===== src/cpu_timing_pkg.sv =====
// Cycle class, request and record structs, strobe state encoding, class helpers
package cpu_timing_pkg;

	// Decoded cycle class, one value per ss line of the front end
	typedef enum logic [2:0] {
		cls_11 = 3'd0,
		cls_12 = 3'd1,
		cls_13 = 3'd2,
		cls_14 = 3'd3,
		cls_15 = 3'd4
	} cycle_class_t;

	// One machine cycle request, 12 bits
	typedef struct packed {
		cycle_class_t cls;
		// Transfer opens at STROB1 back
		logic         mem;
		logic [7:0]   tag;
	} cycle_req_t;

	// Completion record, 14 bits
	typedef struct packed {
		logic [7:0]   tag;
		cycle_class_t cls;
		logic         had_strob2;
		// Cycle sat in STROB1 waiting for step
		logic         stepped;
		logic         mem;
	} cycle_rec_t;

	// Strobe generator states
	typedef enum logic [2:0] {
		s_got  = 3'd0,
		s_gotw = 3'd1,
		s_st1  = 3'd2,
		s_st1w = 3'd3,
		s_st1b = 3'd4,
		s_pgot = 3'd5,
		s_st2  = 3'd6,
		s_st2b = 3'd7
	} strob_state_t;

	// Strobe outputs
	typedef struct packed {
		logic got;
		logic strob1;
		logic strob1b;
		logic strob2;
		logic strob2b;
	} strob_bus_t;

	// Classes with a STROB2 phase
	function automatic logic has_strob2(input cycle_class_t cls);
		return (cls == cls_11) || (cls == cls_12);
	endfunction

	// Classes gated by cond_ok before STROB1
	function automatic logic needs_cond(input cycle_class_t cls);
		return (cls == cls_12) || (cls == cls_13);
	endfunction

endpackage

===== src/cpu_timing_top.sv =====
// Cycle timing unit top, queue, strobe generator, bus tracker and report
`timescale 1ns/1ps

module cpu_timing_top #(
	parameter int queue_depth = 4
) (
	input  logic                       clk_sys,
	input  logic                       rst_n,
	input  logic                       req_valid,
	input  cpu_timing_pkg::cycle_req_t req,
	input  logic                       cond_ok,
	input  logic                       mode,
	input  logic                       step,
	input  logic                       strob_fp,
	input  logic                       strobb_fp,
	input  logic                       bus_grant,
	input  logic                       bus_done,
	output cpu_timing_pkg::strob_bus_t strobes,
	output logic                       rec_valid,
	output cpu_timing_pkg::cycle_rec_t rec,
	output logic [15:0]                cycle_count,
	output logic                       overflow
);
	import cpu_timing_pkg::*;

	// Queue head towards the strobe generator and report
	logic         head_valid;
	cycle_req_t   head;
	// End of cycle and bus handshake
	logic         ldstate;
	logic         st1b_pulse;
	logic         if_busy;
	strob_state_t state;
	logic         stepped;

	cycle_queue #(
		.depth(queue_depth)
	) queue_i (
		.clk_sys(clk_sys),
		.rst_n(rst_n),
		.req_valid(req_valid),
		.req(req),
		.pop(ldstate),
		.head_valid(head_valid),
		.head(head),
		.overflow(overflow)
	);

	strob_gen strob_i (
		.clk_sys(clk_sys),
		.rst_n(rst_n),
		.head_valid(head_valid),
		.head(head),
		.cond_ok(cond_ok),
		.if_busy(if_busy),
		.mode(mode),
		.step(step),
		.strob_fp(strob_fp),
		.strob_fp_b(strobb_fp),
		.strobes(strobes),
		.ldstate(ldstate),
		.st1b_pulse(st1b_pulse),
		.state(state),
		.stepped(stepped)
	);

	bus_track bus_i (
		.clk_sys(clk_sys),
		.rst_n(rst_n),
		.st1b_pulse(st1b_pulse),
		.mem(head.mem),
		.bus_grant(bus_grant),
		.bus_done(bus_done),
		.if_busy(if_busy)
	);

	cycle_report report_i (
		.clk_sys(clk_sys),
		.rst_n(rst_n),
		.ldstate(ldstate),
		.head(head),
		.stepped(stepped),
		.state(state),
		.rec_valid(rec_valid),
		.rec(rec),
		.cycle_count(cycle_count)
	);

endmodule


===== src/cycle_report.sv =====
// Completion record register and wrapping cycle counter
`timescale 1ns/1ps

module cycle_report (
	input  logic                         clk_sys,
	input  logic                         rst_n,
	input  logic                         ldstate,
	input  cpu_timing_pkg::cycle_req_t   head,
	input  logic                         stepped,
	input  cpu_timing_pkg::strob_state_t state,
	output logic                         rec_valid,
	output cpu_timing_pkg::cycle_rec_t   rec,
	output logic [15:0]                  cycle_count
);
	import cpu_timing_pkg::*;

	// Record payload taken from the head still present at ldstate
	always_ff @(posedge clk_sys) begin
		if (ldstate) begin
			rec.tag <= head.tag;
			rec.cls <= head.cls;
			rec.had_strob2 <= has_strob2(head.cls);
			rec.stepped <= stepped;
			rec.mem <= head.mem;
		end
	end

	// Valid strobe one cycle after ldstate
	always_ff @(posedge clk_sys or negedge rst_n) begin
		if (!rst_n) begin
			rec_valid <= 1'b0;
			cycle_count <= '0;
		end else begin
			rec_valid <= ldstate;
			if (ldstate) begin
				// wraps at 16 bits
				cycle_count <= cycle_count + 16'd1;
			end
		end
	end

	// Memory cycles wait out their transfer in s_pgot
	a_mem_end: assert property (@(posedge clk_sys) disable iff (!rst_n)
		(ldstate && head.mem) |-> state == s_pgot)
		else $error("cycle_report: memory cycle ended before its transfer");

endmodule


===== src/bus_track.sv =====
// Bus transfer tracker, open and done-seen flags, interface busy output
`timescale 1ns/1ps

module bus_track (
	input  logic clk_sys,
	input  logic rst_n,
	input  logic st1b_pulse,
	input  logic mem,
	input  logic bus_grant,
	input  logic bus_done,
	output logic if_busy
);

	logic xfer_open;
	logic done_seen;
	logic finish;

	// Transfer closes once done has been seen and grant is present
	assign finish = xfer_open && done_seen && bus_grant;

	// Busy from STROB1 back until the cycle after the close
	assign if_busy = xfer_open;

	always_ff @(posedge clk_sys or negedge rst_n) begin
		if (!rst_n) begin
			xfer_open <= 1'b0;
			done_seen <= 1'b0;
		end else begin
			// Open on STROB1 back of a memory cycle
			if (st1b_pulse && mem) begin
				xfer_open <= 1'b1;
			end else if (finish) begin
				xfer_open <= 1'b0;
			end
			// done may arrive while grant is low, keep it until then
			if (finish) begin
				done_seen <= 1'b0;
			end else if (bus_done && xfer_open) begin
				done_seen <= 1'b1;
			end
		end
	end

	// Bus answers only an open transfer
	a_done_when_open: assert property (@(posedge clk_sys) disable iff (!rst_n)
		bus_done |-> xfer_open && !done_seen)
		else $error("bus_track: bus_done without an open transfer");

	// Strobe generator never starts a second transfer before the first closes
	a_no_overlap: assert property (@(posedge clk_sys) disable iff (!rst_n)
		(st1b_pulse && mem) |-> !xfer_open)
		else $error("bus_track: transfer opened while busy");

endmodule


===== src/strob_gen.sv =====
// Strobe generator FSM with step arming, front panel strobe merge and ldstate
`timescale 1ns/1ps

module strob_gen (
	input  logic                         clk_sys,
	input  logic                         rst_n,
	input  logic                         head_valid,
	input  cpu_timing_pkg::cycle_req_t   head,
	input  logic                         cond_ok,
	input  logic                         if_busy,
	input  logic                         mode,
	input  logic                         step,
	input  logic                         strob_fp,
	input  logic                         strob_fp_b,
	output cpu_timing_pkg::strob_bus_t   strobes,
	output logic                         ldstate,
	output logic                         st1b_pulse,
	output cpu_timing_pkg::strob_state_t state,
	output logic                         stepped
);
	import cpu_timing_pkg::*;

	strob_state_t next_state;
	logic         lstep;
	logic         step_trig;
	logic         es1;
	logic         strob2_cls;
	logic         opening;
	logic         busy;

	// Class decode of the queue head
	assign strob2_cls = has_strob2(head.cls);
	assign es1 = head_valid &&
		((head.cls inside {cls_11, cls_14, cls_15}) ||
		(needs_cond(head.cls) && cond_ok));

	// A memory cycle at STROB1 back is opening its transfer right now
	// if_busy only follows one edge later, so count it as busy here
	assign opening = (state == s_st1b) && head.mem;
	assign busy = if_busy || opening;

	// Step enable, always on with mode low
	assign step_trig = !mode || (step && !lstep);

	// Strobes, STROB1 held high while waiting for step
	assign strobes.got = (state == s_got);
	assign strobes.strob1 = (state == s_st1) || (state == s_st1w) || strob_fp;
	assign strobes.strob1b = (state == s_st1b) || strob_fp_b;
	assign strobes.strob2 = (state == s_st2);
	assign strobes.strob2b = (state == s_st2b);

	assign st1b_pulse = (state == s_st1b);

	// End of cycle, pops the head and latches the record
	assign ldstate = !busy && ((state == s_pgot) ||
		((state == s_st1b) && !strob2_cls) ||
		(state == s_st2b));

	// Next state
	always_comb begin
		next_state = state;
		case (state)
			// Wait for an enabled request
			s_got, s_gotw: begin
				if (es1) begin
					next_state = s_st1;
				end else begin
					next_state = s_gotw;
				end
			end
			// STROB1 front
			s_st1, s_st1w: begin
				if (step_trig) begin
					next_state = s_st1b;
				end else begin
					next_state = s_st1w;
				end
			end
			// STROB1 back
			s_st1b: begin
				if (strob2_cls) begin
					next_state = s_st2;
				end else if (busy) begin
					next_state = s_pgot;
				end else begin
					next_state = s_got;
				end
			end
			// STROB2 front
			s_st2: begin
				next_state = s_st2b;
			end
			// STROB2 back and wait for the bus interface
			s_st2b, s_pgot: begin
				if (busy) begin
					next_state = s_pgot;
				end else begin
					next_state = s_got;
				end
			end
			default: next_state = s_got;
		endcase
	end

	always_ff @(posedge clk_sys or negedge rst_n) begin
		if (!rst_n) begin
			state <= s_got;
			lstep <= 1'b0;
			stepped <= 1'b0;
		end else begin
			state <= next_state;
			// Previous step level for edge detect
			lstep <= step;
			// Marks a cycle that held STROB1 for a step
			if (ldstate) begin
				stepped <= 1'b0;
			end else if (state == s_st1w) begin
				stepped <= 1'b1;
			end
		end
	end

	// STROB2 phases only under a STROB2 class head, which the queue holds stable
	a_strob2_class: assert property (@(posedge clk_sys) disable iff (!rst_n)
		(state inside {s_st2, s_st2b}) |-> head_valid && has_strob2(head.cls))
		else $error("strob_gen: STROB2 for a class without STROB2");

endmodule


===== src/cycle_queue.sv =====
// Request FIFO with fill counter, sticky overflow flag and head output
`timescale 1ns/1ps

module cycle_queue #(
	parameter int depth = 4
) (
	input  logic                       clk_sys,
	input  logic                       rst_n,
	input  logic                       req_valid,
	input  cpu_timing_pkg::cycle_req_t req,
	input  logic                       pop,
	output logic                       head_valid,
	output cpu_timing_pkg::cycle_req_t head,
	output logic                       overflow
);
	import cpu_timing_pkg::*;

	// Pointer and fill counter widths
	localparam int aw = (depth > 1) ? $clog2(depth) : 1;
	localparam int cw = $clog2(depth + 1);

	cycle_req_t     slots [depth];
	logic [aw-1:0]  wr_ptr;
	logic [aw-1:0]  rd_ptr;
	logic [cw-1:0]  fill;
	logic           full;
	logic           push;
	logic           take;

	// Circular pointer advance, depth need not be a power of two
	function automatic logic [aw-1:0] next_ptr(input logic [aw-1:0] ptr);
		if (ptr == aw'(depth - 1)) begin
			return '0;
		end
		return ptr + 1'b1;
	endfunction

	assign full = (fill == cw'(depth));
	assign head_valid = (fill != '0);

	// Push while full is dropped, even with a pop in the same cycle
	assign push = req_valid && !full;
	assign take = pop && head_valid;

	// Head read straight from storage, stable until popped
	assign head = slots[rd_ptr];

	// Payload storage
	always_ff @(posedge clk_sys) begin
		if (push) begin
			slots[wr_ptr] <= req;
		end
	end

	always_ff @(posedge clk_sys or negedge rst_n) begin
		if (!rst_n) begin
			wr_ptr <= '0;
			rd_ptr <= '0;
			fill <= '0;
			overflow <= 1'b0;
		end else begin
			if (push) begin
				wr_ptr <= next_ptr(wr_ptr);
			end
			if (take) begin
				rd_ptr <= next_ptr(rd_ptr);
			end
			// Fill only moves when push and pop differ
			case ({push, take})
				2'b10: fill <= fill + 1'b1;
				2'b01: fill <= fill - 1'b1;
				default: fill <= fill;
			endcase
			// Sticky until reset
			if (req_valid && full) begin
				overflow <= 1'b1;
			end
		end
	end

	// Strobe generator ends a cycle only on a queued request
	a_pop_not_empty: assert property (@(posedge clk_sys) disable iff (!rst_n)
		pop |-> head_valid)
		else $error("cycle_queue: pop while empty");

endmodule


===== config.mk =====
export PLATFORM = sky130hd
export DESIGN_NAME = cpu_timing_top
export DESIGN_NICKNAME = d
export VERILOG_FILES = /design/src/cpu_timing_pkg.sv /design/src/cpu_timing_top.sv /design/src/cycle_report.sv /design/src/bus_track.sv /design/src/strob_gen.sv /design/src/cycle_queue.sv
export SDC_FILE = /design/constraint.sdc
export NUM_CORES = 1
export LEC_CHECK = 0
export BUFFER_PORTS_ARGS = -buffer_cell sky130_fd_sc_hd__buf_2
export CORE_MARGIN = 8
export CORE_UTILIZATION = 60
export CTS_CLUSTER_SIZE = 40
export DETAILED_ROUTE_END_ITERATION = 12
export GPL_ROUTABILITY_DRIVEN = 0
export GPL_TIMING_DRIVEN = 0
export PLACE_DENSITY = 0.84
export SLEW_MARGIN = 5
export SYNTH_ARGS = -nofsm -noshare
export SYNTH_HDL_FRONTEND = slang
export SYNTH_SLANG_ARGS = --single-unit

===== constraint.sdc =====
create_clock -name clk_sys -period 3.9 [get_ports clk_sys]
set_input_delay 0.39 -clock clk_sys [delete_from_list [all_inputs] [get_ports clk_sys]]
set_output_delay 0.39 -clock clk_sys [all_outputs]
set_load 0.02 [all_outputs]

==> metrics.cfg <==
[run_status]
status = completed

[logic_synthesis]
synth-main-ff-cell = edfxtp_1
ys_ff_latch = 94
yosysTopAreaCell = edfxtp_1
synthesis.area_sq_mm = 0.00383
synth.area.top_cells = edfxtp_1 49%, dfrtp_1 21%, mux4_2 6.5%, xnor2_1 3.4%, ha_1 2.3%
ys_warn_count = 0
yosysUniqueCellTypes = 43
synth_edf_count = 62
synth_top_area_share_pct = 48.6
syn_inst = 231
async_flop_share_pct = 34.0
postSynthAreaPerCell_sq_um = 16.6
ys_seq_area_share_pct = 69.5
syn_nets = 261

[cts]
cts_resized = 0
clock_latency_ns = 0.35
post_cts_buffers = 0
cts-hold-fix-buffers = 0
cts.sinks = 94
cts_tree = done
clkTransAtPathRegs_ns = 0.09
numCtsBuffers = 9
cts.path.max_buffers = 2
cts_root_buffer = clkbuf_8
htree_levels = 3

[drt]
wl_per_cell_um = 18.4
drtPass1Iterations = 4
vias_per_cell = 5.66
vias = 2164
ant_nets = 0
drtIter0Drc = 90
wl_um = 7010
drt_drc_violations_left = 0

[power_and_ir_drop]
vdd_drop_max_uv = 434
power_density_mw_per_mm2 = 794
power_leakage_nw = 1.79

[grt]
grt_pass1_wl_um = 10900
grt_usage_pct = 15.9
overflow = 0
grt_pass1_vias = 2215
grt_max_degree = 33
antenna_found_initial = 0

[worst_setup_path]
path_max_fanout = 7
r2r_setup_slack_ns = 1.18
rr_worst_depth = 11
cp-start-kind = flop
required_ns = 4.17
r2r_start = queue_i.rd_ptr[0]$_DFFE_PN0P_
end_kind = flop
endpoint = queue_i.fill[2]$_DFFE_PN0P_
worst-setup-path-type = reg2reg
reg2reg_to = queue_i.fill[2]$_DFFE_PN0P_
cp.arrival_ns = 2.99
startpoint = queue_i.rd_ptr[0]$_DFFE_PN0P_

[layout]
design_area_sq_mm = 0.00441
final_nets = 330
diodes = 0
syn2layout_area_growth_pct = 15.2
drive_gt1_share_pct = 33.8

[floorplan]
die-area_sq_mm = 0.00920
ioPinCount = 59
fp.dieW_um = 95.9
fp.dieH_um = 95.9
core_sq_mm = 0.00628
floorplan.initialDensity_pct = 61.0
core.rowCount = 29

[placed_design]
pre_cts_slack_ns = 1.22
place_area_sq_mm = 0.00422
hpwl_um = 4840
io_buffers = 58

[timing]
period_share_pct = 69.6
finalHoldWorstSlack_ns = 0.0855
rsz0062_at_grt = false
slew_viol_final = 0
fin_ws_ns = 1.18
min_period_ns = 2.72
max_freq_mhz = 368
max_slew_margin_pct = 52.1
finClkSkew_ns = 0.0100
worst-slew-pin-transition_ns = 0.719
final_hold_viol_count = 0
finalSetupViolCount = 0
fin_tns_setup_ns = 0

[run]
cap_violations = 0

[worst_hold_path]
min-delay-path-class = in2async

flip-flops by register name (all words and copies together) (netlist names):
| register | flops |
|---|---|
| bus_i.done_seen | 1 |
| strob_i.lstep | 1 |
| report_i.cycle_count | 16 |
| queue_i.rd_ptr | 2 |
| queue_i.fill | 3 |
| report_i.rec | 14 |
| queue_i.slots | 48 |
| queue_i.overflow | 1 |
| queue_i.wr_ptr | 2 |
| strob_i.state | 3 |
| strob_i.stepped | 1 |
| bus_i.if_busy | 1 |
| report_i.rec_valid | 1 |
power by group:
group	internal, mW	switching, mW	total, mW
combinational	0.523	0.791	1.31
clock	0.298	0.333	0.631
sequential	1.41	0.143	1.56
critical path: stages, from the launching register on:
cell and delay [ns]:
dfrtp_1 0.42, buf_6 0.15, mux4_2 0.41, nor2_4 0.08, o31ai_4 0.29, o31a_2 0.25, ha_1 0.20, inv_1 0.06
fa_1 0.38, xor2_1 0.15, nor2_1 0.12, xor2_1 0.15
layout by cell type (no fill, tap or decap), types with 3 or more instances in the layout:
master and count:
nand2_1 8, inv_6 3, clkbuf_1 3, nand4_1 5
and2_1 4, edfxtp_1 62, xnor2_1 15, nand3_2 5
inv_1 9, and3_1 9, xor2_1 3, ha_1 7
buf_2 61, a21oi_1 3, dfrtp_1 32, mux2i_1 4
o21ai_0 5, clkbuf_8 9, nor2_1 10, mux4_2 11
worst min-delay path by stage:
stage	slack (ns)	cells past startpoint	start	end
after floorplan	0.09	0	rst_n	bus_i.done_seen$_DFFE_PN0P_
after global placement	0.44	0	strob_i.stepped$_DFFE_PN0P_	report_i.rec[1]$_DFFE_PP_
after CTS	0.10	1	rst_n	report_i.cycle_count[8]$_DFFE_PN0P_
final	0.09	1	rst_n	report_i.cycle_count[0]$_DFFE_PN0P_
after detailed placement	0.45	0	strob_i.stepped$_DFFE_PN0P_	report_i.rec[1]$_DFFE_PP_
after global routing	0.15	1	rst_n	report_i.cycle_count[9]$_DFFE_PN0P_
area by class of cell:
class                   instances  area [sq um]
fillers                       425          1870
clock inverters                 7          70.1
well taps                      77          96.3
flip-flops and latches         94          2660
plain buffers                   9          63.8
inverters                       9          33.8
clock buffers                   9           124
repair buffers                 58           290
multi-input cells             119          1070
synthesized netlist by cell type, types with 3 or more instances:
cell type and instances:
and2_1 4, ha_1 7, inv_1 9, xnor2_1 15, buf_2 3, edfxtp_1 62
xor2_1 3, nor2_1 10, dfrtp_1 32, nand2_1 8, clkbuf_1 3, and3_1 9
o21ai_0 5, mux4_2 11, nand4_1 5, mux2i_1 4, nand3_2 5, a21oi_1 3
through the flow:
stage / cells / total power, mW / util (%)
final: 382 / 3.50 / 70.3
after detailed placement: 366 / 2.90 / 67.2
after global routing: 382 / 3.70 / 70.3
after floorplan: 231 / 2.51 / -
after global placement: 366 / 2.83 / 67.2
after CTS: 382 / 3.54 / 70.3
per-layer routing:
layer	vias to the layer above	wire length (um)	track usage, %
li1	1003	-	-
met1	1085	2850	18.7
met2	72	3600	27.5
met3	4	519	3.51
met4	0	48	7.17
met5	-	0	0
cells by family (layout without fill, tap and decap cells):
kind of cell    count (synthesis)  count (layout)  synth area share, %
compound gates                 20              20                 3.92
xor+xnor                       18              18                 4.12
fa+ha+maj                       8               8                 2.81
buf+inv                        18              92                 2.55
flops                          94              94                 69.5
mux                            18              18                 8.49
simple gates                   55              55                 8.59
Note: power is estimated with default switching activity, not from simulation.
